File: src/design/decodePkg.sv
// shared ISA constants for the 16-bit decode stage; opcodes not listed here decode as NOP
`default_nettype none

package decodePkg;

	// machine word and PC width, fixed by the ISA
	localparam int dataWidth = 16;

	// 5-bit opcodes in instr[15:11]
	localparam logic [4:0] opHalt  = 5'b00000;
	localparam logic [4:0] opNop   = 5'b00001;
	localparam logic [4:0] opAddi  = 5'b01000;
	localparam logic [4:0] opSt    = 5'b10000;
	localparam logic [4:0] opLd    = 5'b10001;
	localparam logic [4:0] opRtype = 5'b11011;
	localparam logic [4:0] opBeqz  = 5'b01100;
	localparam logic [4:0] opBnez  = 5'b01101;
	localparam logic [4:0] opJ     = 5'b00100;
	localparam logic [4:0] opJr    = 5'b00101;
	localparam logic [4:0] opJal   = 5'b00110;

	// bubble word, opcode field is opNop
	localparam logic [dataWidth-1:0] nopInstr = 16'h0800;

	// JAL link register
	localparam logic [2:0] linkReg = 3'd7;

	// immediate field selection
	typedef enum logic [1:0] {
		// I-format 1, bits 4..0
		fmtImm5,
		// I-format 2, bits 7..0
		fmtImm8,
		// J-format, bits 10..0
		fmtDisp11,
		// no immediate, reads as zero
		fmtNone
	} immFormat;

	// ALU operation handed to execute
	typedef enum logic [3:0] {
		aluAdd,
		aluSub,
		aluAnd,
		aluOr,
		aluPass
	} aluOp;

endpackage

`default_nettype wire

File: src/design/controlUnit.sv
// purely combinational; stall forces NOP strobes, but immKind always follows the raw instruction
`default_nettype none

module controlUnit (
	input  logic [decodePkg::dataWidth-1:0] instr,
	input  logic                            stall,
	output logic                            isNotHalt,
	output logic                            isNop,
	output logic                            isJal,
	output logic                            isJr,
	output logic                            isJump,
	output logic                            isBranch,
	output logic                            isMemToReg,
	output logic                            isMemRead,
	output logic                            isMemWrite,
	output logic                            aluSrc,
	output logic                            isRegWrite,
	output decodePkg::aluOp                 aluOp,
	output decodePkg::immFormat             immKind
);

	logic [decodePkg::dataWidth-1:0] ctrlInstr;
	logic [4:0]                      opcode;
	logic [4:0]                      rawOpcode;

	// stalled slot becomes a bubble before decode
	assign ctrlInstr = stall ? decodePkg::nopInstr : instr;
	assign opcode = ctrlInstr[15:11];
	assign rawOpcode = instr[15:11];

	always_comb begin
		// defaults are the NOP values except isNop itself
		isNotHalt = 1'b1;
		isNop = 1'b0;
		isJal = 1'b0;
		isJr = 1'b0;
		isJump = 1'b0;
		isBranch = 1'b0;
		isMemToReg = 1'b0;
		isMemRead = 1'b0;
		isMemWrite = 1'b0;
		aluSrc = 1'b0;
		isRegWrite = 1'b0;
		aluOp = decodePkg::aluPass;
		case (opcode)
			decodePkg::opHalt: isNotHalt = 1'b0;
			decodePkg::opNop: isNop = 1'b1;
			decodePkg::opAddi: begin
				aluSrc = 1'b1;
				isRegWrite = 1'b1;
				aluOp = decodePkg::aluAdd;
			end
			decodePkg::opLd: begin
				aluSrc = 1'b1;
				isRegWrite = 1'b1;
				isMemRead = 1'b1;
				isMemToReg = 1'b1;
				aluOp = decodePkg::aluAdd;
			end
			decodePkg::opSt: begin
				aluSrc = 1'b1;
				isMemWrite = 1'b1;
				aluOp = decodePkg::aluAdd;
			end
			decodePkg::opRtype: begin
				isRegWrite = 1'b1;
				// function field picks the ALU op
				case (ctrlInstr[1:0])
					2'b00: aluOp = decodePkg::aluAdd;
					2'b01: aluOp = decodePkg::aluSub;
					2'b10: aluOp = decodePkg::aluAnd;
					default: aluOp = decodePkg::aluOr;
				endcase
			end
			decodePkg::opBeqz, decodePkg::opBnez: isBranch = 1'b1;
			decodePkg::opJ: isJump = 1'b1;
			decodePkg::opJr: begin
				isJump = 1'b1;
				isJr = 1'b1;
			end
			decodePkg::opJal: begin
				isJump = 1'b1;
				isJal = 1'b1;
				isRegWrite = 1'b1;
			end
			// unknown opcode acts as a bubble
			default: isNop = 1'b1;
		endcase
	end

	// immediate format from the raw word so fields stay valid under stall
	always_comb begin
		case (rawOpcode)
			decodePkg::opAddi, decodePkg::opLd, decodePkg::opSt: immKind = decodePkg::fmtImm5;
			decodePkg::opBeqz, decodePkg::opBnez, decodePkg::opJr: immKind = decodePkg::fmtImm8;
			decodePkg::opJ, decodePkg::opJal: immKind = decodePkg::fmtDisp11;
			default: immKind = decodePkg::fmtNone;
		endcase
	end

endmodule

`default_nettype wire

File: src/design/instrFields.sv
// field extraction from the raw instruction; selects are 3 bits, so it serves an 8-entry file only
`default_nettype none

module instrFields (
	input  logic [decodePkg::dataWidth-1:0] instr,
	input  decodePkg::immFormat             immKind,
	input  logic                            isJal,
	output logic [2:0]                      readReg1,
	output logic [2:0]                      readReg2,
	output logic [2:0]                      writeRegSel,
	output logic [decodePkg::dataWidth-1:0] immed
);

	localparam int w = decodePkg::dataWidth;

	logic [4:0] opcode;

	assign opcode = instr[15:11];

	// source selects sit at fixed positions in every format
	assign readReg1 = instr[10:8];
	assign readReg2 = instr[7:5];

	// sign extension per format
	always_comb begin
		case (immKind)
			decodePkg::fmtImm5: immed = {{(w - 5){instr[4]}}, instr[4:0]};
			decodePkg::fmtImm8: immed = {{(w - 8){instr[7]}}, instr[7:0]};
			decodePkg::fmtDisp11: immed = {{(w - 11){instr[10]}}, instr[10:0]};
			default: immed = '0;
		endcase
	end

	// destination select
	always_comb begin
		writeRegSel = '0;
		if (isJal) begin
			// link address goes to r7
			writeRegSel = decodePkg::linkReg;
		end else if (immKind == decodePkg::fmtNone) begin
			// R-type rd in bits 4..2; halt and nop share this format but write nothing
			if (opcode == decodePkg::opRtype) begin
				writeRegSel = instr[4:2];
			end
		end else if (immKind == decodePkg::fmtImm5) begin
			// ADDI and LD target bits 7..5, store has no destination
			if (opcode != decodePkg::opSt) begin
				writeRegSel = instr[7:5];
			end
		end
	end

endmodule

`default_nettype wire

File: src/design/regWriteDecode.sv
// one-hot write enables; writeReg must stay below numRegs, clk and rst only feed the check
`default_nettype none

module regWriteDecode #(
	parameter int numRegs = 8,
	localparam int selWidth = $clog2(numRegs)
) (
	input  logic                clk,
	input  logic                rst,
	input  logic                writeEn,
	input  logic [selWidth-1:0] writeReg,
	output logic [numRegs-1:0]  wordEn
);

	// shift a single one into place, nothing without the strobe
	always_comb begin
		wordEn = '0;
		if (writeEn) begin
			wordEn[writeReg] = 1'b1;
		end
	end

	// exactly one word per strobe and none without it, strobe always a known level
	wordEnLegal: assert property (
		@(posedge clk) disable iff (rst)
		!$isunknown(writeEn) && (writeEn ? $onehot(wordEn) : (wordEn == '0))
	) else $error("regWriteDecode: bad write enable %b", wordEn);

endmodule

`default_nettype wire

File: src/design/regWord.sv
// one register word; holds its value unless en is high, cleared by synchronous reset
`default_nettype none

module regWord (
	input  logic                            clk,
	input  logic                            rst,
	input  logic                            en,
	input  logic [decodePkg::dataWidth-1:0] d,
	output logic [decodePkg::dataWidth-1:0] q
);

	// registers read zero after reset
	always_ff @(posedge clk) begin
		if (rst) begin
			q <= '0;
		end else if (en) begin
			q <= d;
		end
	end

endmodule

`default_nettype wire

File: src/design/regReadMux.sv
// two combinational read ports; a same-cycle write wins over the stored word
`default_nettype none

module regReadMux #(
	parameter int numRegs = 8,
	localparam int selWidth = $clog2(numRegs)
) (
	input  logic                                    clk,
	input  logic                                    rst,
	input  logic [numRegs*decodePkg::dataWidth-1:0] words,
	input  logic [selWidth-1:0]                     readReg1,
	input  logic [selWidth-1:0]                     readReg2,
	input  logic                                    writeEn,
	input  logic [selWidth-1:0]                     writeReg,
	input  logic [decodePkg::dataWidth-1:0]         writeData,
	output logic [decodePkg::dataWidth-1:0]         rdData1,
	output logic [decodePkg::dataWidth-1:0]         rdData2
);

	localparam int w = decodePkg::dataWidth;

	logic [w-1:0] stored1;
	logic [w-1:0] stored2;
	logic         hit1;
	logic         hit2;

	// word select out of the flat bus
	assign stored1 = words[readReg1*w +: w];
	assign stored2 = words[readReg2*w +: w];

	// bypass when write-back targets the same register
	assign hit1 = writeEn && (writeReg == readReg1);
	assign hit2 = writeEn && (writeReg == readReg2);

	assign rdData1 = hit1 ? writeData : stored1;
	assign rdData2 = hit2 ? writeData : stored2;

	// read selects come straight from the instruction word
	readSelKnown: assert property (
		@(posedge clk) disable iff (rst)
		!$isunknown({readReg1, readReg2})
	) else $error("regReadMux: unknown read select");

endmodule

`default_nettype wire

File: src/design/branchResolve.sv
// branch and jump resolution in decode; one adder shared by all targets, no prediction
`default_nettype none

module branchResolve (
	input  logic                            clk,
	input  logic                            rst,
	input  logic                            isBranch,
	input  logic                            isJump,
	input  logic                            isJr,
	input  logic                            isNotHalt,
	input  logic                            opBit0,
	input  logic [decodePkg::dataWidth-1:0] rdData1,
	input  logic [decodePkg::dataWidth-1:0] immed,
	input  logic [decodePkg::dataWidth-1:0] newAddr,
	input  logic [decodePkg::dataWidth-1:0] currPc,
	output logic [decodePkg::dataWidth-1:0] pcNext,
	output logic                            flush
);

	logic [decodePkg::dataWidth-1:0] base;
	logic [decodePkg::dataWidth-1:0] target;
	logic [decodePkg::dataWidth-1:0] resolved;
	logic                            rsZero;
	logic                            taken;
	logic                            redirect;

	// JR is register relative, everything else PC relative
	assign base = isJr ? rdData1 : newAddr;
	assign target = base + immed;

	// BEQZ has opBit0 low, BNEZ high
	assign rsZero = (rdData1 == '0);
	assign taken = isBranch && (opBit0 ? !rsZero : rsZero);

	assign redirect = isBranch || isJump;

	// untaken branch falls through
	assign resolved = (isJump || taken) ? target : newAddr;

	// halt holds the PC
	always_comb begin
		if (!isNotHalt) begin
			pcNext = currPc;
		end else if (redirect) begin
			pcNext = resolved;
		end else begin
			pcNext = newAddr;
		end
	end

	// a zero-offset taken branch lands on newAddr and needs no flush
	assign flush = redirect && (resolved != newAddr);

	// flush only from one control transfer, never from a branch and a jump at once
	flushNeedsRedirect: assert property (
		@(posedge clk) disable iff (rst)
		flush |-> (isBranch != isJump)
	) else $error("branchResolve: flush without a single branch or jump");

endmodule

`default_nettype wire

File: src/design/decodeStage.sv
// decode stage top; all outputs are combinational, register writes land on the next clk edge
`default_nettype none

module decodeStage #(
	parameter int numRegs = 8,
	localparam int selWidth = $clog2(numRegs)
) (
	input  logic                            clk,
	input  logic                            rst,
	input  logic [decodePkg::dataWidth-1:0] instr,
	input  logic [decodePkg::dataWidth-1:0] currPc,
	input  logic [decodePkg::dataWidth-1:0] newAddr,
	input  logic                            stall,
	input  logic                            writeEn,
	input  logic [selWidth-1:0]             writeReg,
	input  logic [decodePkg::dataWidth-1:0] writeData,
	output logic                            isNotHalt,
	output logic                            isNop,
	output logic                            isJal,
	output logic                            isJr,
	output logic                            isJump,
	output logic                            isBranch,
	output logic                            isMemToReg,
	output logic                            isMemRead,
	output logic                            isMemWrite,
	output logic                            aluSrc,
	output logic                            isRegWrite,
	output decodePkg::aluOp                 aluOp,
	output logic [decodePkg::dataWidth-1:0] immed,
	output logic [decodePkg::dataWidth-1:0] rdData1,
	output logic [decodePkg::dataWidth-1:0] rdData2,
	output logic [selWidth-1:0]             writeRegSel,
	output logic [selWidth-1:0]             readReg1,
	output logic [selWidth-1:0]             readReg2,
	output logic [decodePkg::dataWidth-1:0] pcNext,
	output logic                            flush
);

	localparam int w = decodePkg::dataWidth;

	decodePkg::immFormat      immKind;
	logic [numRegs-1:0]       wordEn;
	logic [numRegs*w-1:0]     words;

	// instruction fields carry 3-bit register selects
	if (selWidth != 3) begin : gSelCheck
		$error("decodeStage: numRegs must be 8 for 3-bit register fields");
	end

	controlUnit controlUnit_i (
		.instr(instr),
		.stall(stall),
		.isNotHalt(isNotHalt),
		.isNop(isNop),
		.isJal(isJal),
		.isJr(isJr),
		.isJump(isJump),
		.isBranch(isBranch),
		.isMemToReg(isMemToReg),
		.isMemRead(isMemRead),
		.isMemWrite(isMemWrite),
		.aluSrc(aluSrc),
		.isRegWrite(isRegWrite),
		.aluOp(aluOp),
		.immKind(immKind)
	);

	// fields from the raw word, not the stalled one
	instrFields instrFields_i (
		.instr(instr),
		.immKind(immKind),
		.isJal(isJal),
		.readReg1(readReg1),
		.readReg2(readReg2),
		.writeRegSel(writeRegSel),
		.immed(immed)
	);

	regWriteDecode #(.numRegs(numRegs)) regWriteDecode_i (
		.clk(clk),
		.rst(rst),
		.writeEn(writeEn),
		.writeReg(writeReg),
		.wordEn(wordEn)
	);

	// register file words on one flat bus
	for (genvar i = 0; i < numRegs; i++) begin : gWord
		regWord regWord_i (
			.clk(clk),
			.rst(rst),
			.en(wordEn[i]),
			.d(writeData),
			.q(words[i*w +: w])
		);
	end

	regReadMux #(.numRegs(numRegs)) regReadMux_i (
		.clk(clk),
		.rst(rst),
		.words(words),
		.readReg1(readReg1),
		.readReg2(readReg2),
		.writeEn(writeEn),
		.writeReg(writeReg),
		.writeData(writeData),
		.rdData1(rdData1),
		.rdData2(rdData2)
	);

	// opcode bit 0 tells BNEZ from BEQZ
	branchResolve branchResolve_i (
		.clk(clk),
		.rst(rst),
		.isBranch(isBranch),
		.isJump(isJump),
		.isJr(isJr),
		.isNotHalt(isNotHalt),
		.opBit0(instr[11]),
		.rdData1(rdData1),
		.immed(immed),
		.newAddr(newAddr),
		.currPc(currPc),
		.pcNext(pcNext),
		.flush(flush)
	);

endmodule

`default_nettype wire

File: config.mk
export PLATFORM = sky130hd
export DESIGN_NAME = decodeStage
export DESIGN_NICKNAME = d
export VERILOG_FILES = /design/src/design/decodePkg.sv /design/src/design/controlUnit.sv /design/src/design/instrFields.sv /design/src/design/regWriteDecode.sv /design/src/design/regWord.sv /design/src/design/regReadMux.sv /design/src/design/branchResolve.sv /design/src/design/decodeStage.sv
export SDC_FILE = /design/constraint.sdc
export NUM_CORES = 1
export LEC_CHECK = 0
export BUFFER_PORTS_ARGS = -buffer_cell sky130_fd_sc_hd__clkbuf_2
export CORE_UTILIZATION = 30
export DETAILED_ROUTE_END_ITERATION = 8
export PLACE_DENSITY = 0.56
export SYNTH_ARGS = -nofsm -noshare
export SYNTH_HDL_FRONTEND = slang
export SYNTH_SLANG_ARGS = --single-unit
File: constraint.sdc
create_clock -name clk -period 7.4 [get_ports clk]
set_input_delay 1.48 -clock clk [delete_from_list [all_inputs] [get_ports clk]]
set_output_delay 1.48 -clock clk [all_outputs]
set_load 0.005 [all_outputs]
==> reports/metrics.cfg <==
[run]
maxCapViolations = 0

[routing]
drc = 0
routed_wl_um = 32900
drt_pass1_iterations = 5
wl_per_cell_um = 20.3
vias_per_cell = 5.43
num_vias = 8785
drtIter0Drc = 797
ant_nets = 0

[synth]
syn_inst = 1112
syn_area_sq_um = 8970
synth_area_leaders = dfxtp_1 29%, mux4_2 16%, nand2_1 13%
synth_seq_cells = 128
synth.most_common_cell = nand2_1
synthTopCellsByCount = 304 x nand2_1, 167 x a21oi_1, 128 x dfxtp_1, 71 x clkbuf_1, 64 x mux4_2
synth.distinct_cells = 68
postSynthAreaPerCell_sq_um = 8.07
ys_warn_count = 0
synth_top_area_cell = dfxtp_1
async_reset_ff_share_pct = 0
synth_edf_count = 0
yosysSeqAreaShare_pct = 28.6
synth_top_area_share_pct = 28.6
synth_nets = 1198
synthFlopType = dfxtp_1

[setup_path]
crit_start = instr[9]
cp-end-kind = primary output
crit_path_start_kind = input pin
crit_family = compound AO/OA/AOI/OAI gates
worstReg2RegEnd = gWord[3].regWord_i.q[1]
cp-endpoint = pcNext[15]
cp.arrival_ns = 5.63
crit_slowest_cell = mux4_2
cp.depth = 16
reg2reg_from = gWord[3].regWord_i.q[1]
cp_num_buf_inv = 3
cp_max_fo = 12
cp_cell_sequence = clkbuf_2 -> buf_6 -> mux4_2 -> mux2i_1 -> a21oi_1 -> mux2_2 -> ha_1 -> o21ai_0 -> o21ai_0 -> nand2_1 -> a311o_1 -> o211a_1 -> or3b_2 -> a221oi_1 -> nor3_1 -> clkbuf_2
critPathKind = in2out
r2r_setup_slack_ns = 6.69
rr_worst_depth = 2
critPathMaxStageDelay_ns = 0.51
cp_data_required_time_ns = 5.92

[timing]
rsz0062_at_grt = false
fmax_mhz = 141
hold_viol = 0
slew_headroom_pct = 20.3
clock_skew_ns = 0
tightest_slew_ns = 1.19
final.period_utilization_pct = 96.1
fin_crit_ns = 7.11
fin_setup_tns_ns = 0
slew_viol_final = 0
finalSetupViolCount = 0

[floorplanning]
coreArea_sq_um = 29100
initial_utilization_pct = 30.8
die_h_um = 175
io_pins = 160
floorplan.rows = 62
fp.dieW_um = 175
fp.dieArea_sq_um = 30600

[placed_design]
routabilityCongestion = 0.897
dp.cells = 1584
io_buffers = 158
place_area_sq_um = 10100
dpl.hpwl_um = 23200

[final_layout]
reg_top3 = gWord.regWord_i.q (128)
finalNonFillerCells = 1618
areaGrowthSynthToFinish_pct = 19.1
fin_nets = 1307
final_area_sq_um = 10700
largest_reg_flops = 128
drive_above_1_share_pct = 26.2
diodes = 0
regMostFlops = gWord.regWord_i.q

[clock_tree]
cts_buffers = 17
clk_pin_slew_ns = 0.05
clock_sinks = 128
clock_path_buffers = 2
ctsHoldBuffers = 0
cts_max_level = 4
clock_latency_ns = 0.42
cts_tree = yes
cts-root-buf = clkbuf_16

[global_route]
track_usage_pct = 21.8
grt.overflow.total = 0
grt_pass1_wl_um = 50400
grt_max_degree = 87
antenna_found_initial = 0
grt_pass1_vias = 8427

[power]
ir_worst_vdd_v = 0.000171
p_per_area_nw_per_um2 = 180
p_leak_nw = 4.25
p_total_mw = 1.92

[run_status]
status = complete, no violations

[worst_hold_path]
hold_class = reg2reg

-- cells by family (layout without fill, tap and decap cells) --
kind of cell	count (synthesis)	count (layout)	share of synthesized area [%]
AO/OA/AOI/OAI	248	248	15.7
XOR/XNOR	35	35	4.20
adder cells (fa/ha/maj)	15	15	2.18
buffers and inverters	126	248	6.43
flip-flops	128	128	28.6
multiplexers	111	111	21.5
other	1	1	0.0418
AND/OR/NAND/NOR	448	448	21.4
-- stage by stage --
stage,setup WS [ns],hold WS [ns],util [%]
global route,0.0107,0.484,36.7
global placement,0.280,0.451,34.6
detailed placement,0.171,0.458,34.6
floorplan,0.627,0.443,-
CTS,0.167,0.466,36.6
finish,0.291,0.466,36.7
-- tightest hold or removal path: cells and delay by family (launching register included) --
family / cells / cell delay (ns)
flip-flops: 1 / 0.31
AND/OR/NAND/NOR: 1 / 0.05
AO/OA/AOI/OAI: 1 / 0.05
-- area by class of cell --
class / instances / area [sq um]
flip-flops and latches: 128 / 2560
clock inverters: 8 / 77.6
well taps: 384 / 480
inverters: 23 / 86.3
repair buffers: 193 / 1080
clock buffers: 24 / 502
fillers: 3060 / 18400
multi-input cells: 858 / 5890
-- timing repair --
item                       CTS  global route
buffers inserted             0             2
setup endpoints to repair    0             3
resized for setup            0             7
-- how the worst min path moves through the flow --
stage | from | endpoint | depth (start not counted)
finish | gWord[2].regWord_i.q[14] | gWord[2].regWord_i.q[14] | 2
global route | gWord[7].regWord_i.q[1] | gWord[7].regWord_i.q[1] | 2
CTS | gWord[2].regWord_i.q[2] | gWord[2].regWord_i.q[2] | 2
detailed placement | gWord[2].regWord_i.q[2] | gWord[2].regWord_i.q[2] | 2
global placement | gWord[5].regWord_i.q[7] | gWord[5].regWord_i.q[7] | 2
floorplan | gWord[2].regWord_i.q[0] | gWord[2].regWord_i.q[0] | 2
-- per-layer routing --
metal / vias up / wire [um] / global-route usage, %
li1: 4126 / - / -
met2: 412 / 15200 / 35.5
met1: 4200 / 14400 / 29.0
met5: - / 0 / 0
met3: 47 / 2390 / 2.98
met4: 0 / 949 / 8.66
-- layout by cell type (no fill, tap or decap), drive strengths merged, types with 6 or more instances in the layout --
cell and count:
nor2 59, mux2 14, o211ai 12, xor2 6, a21oi 167, xnor2 24, nor3 12, buf 36
dfxtp 128, inv 24, nor2b 10, o21ai 29, nand2b 7, mux4 64, clkbuf 181, mux2i 33
nor4 12, nand4 11, and2 6, nand3 10, ha 14, nand2 305, and3 6
-- power breakdown --
| group | internal (mW) | switching [mW] | leakage, nW | total (mW) |
|---|---|---|---|---|
| Clock | 0.506 | 0.319 | 0.283 | 0.825 |
| Combinational | 0.155 | 0.223 | 2.93 | 0.378 |
| Sequential | 0.704 | 0.0102 | 1.04 | 0.714 |
(Power assumes the default switching activity.)
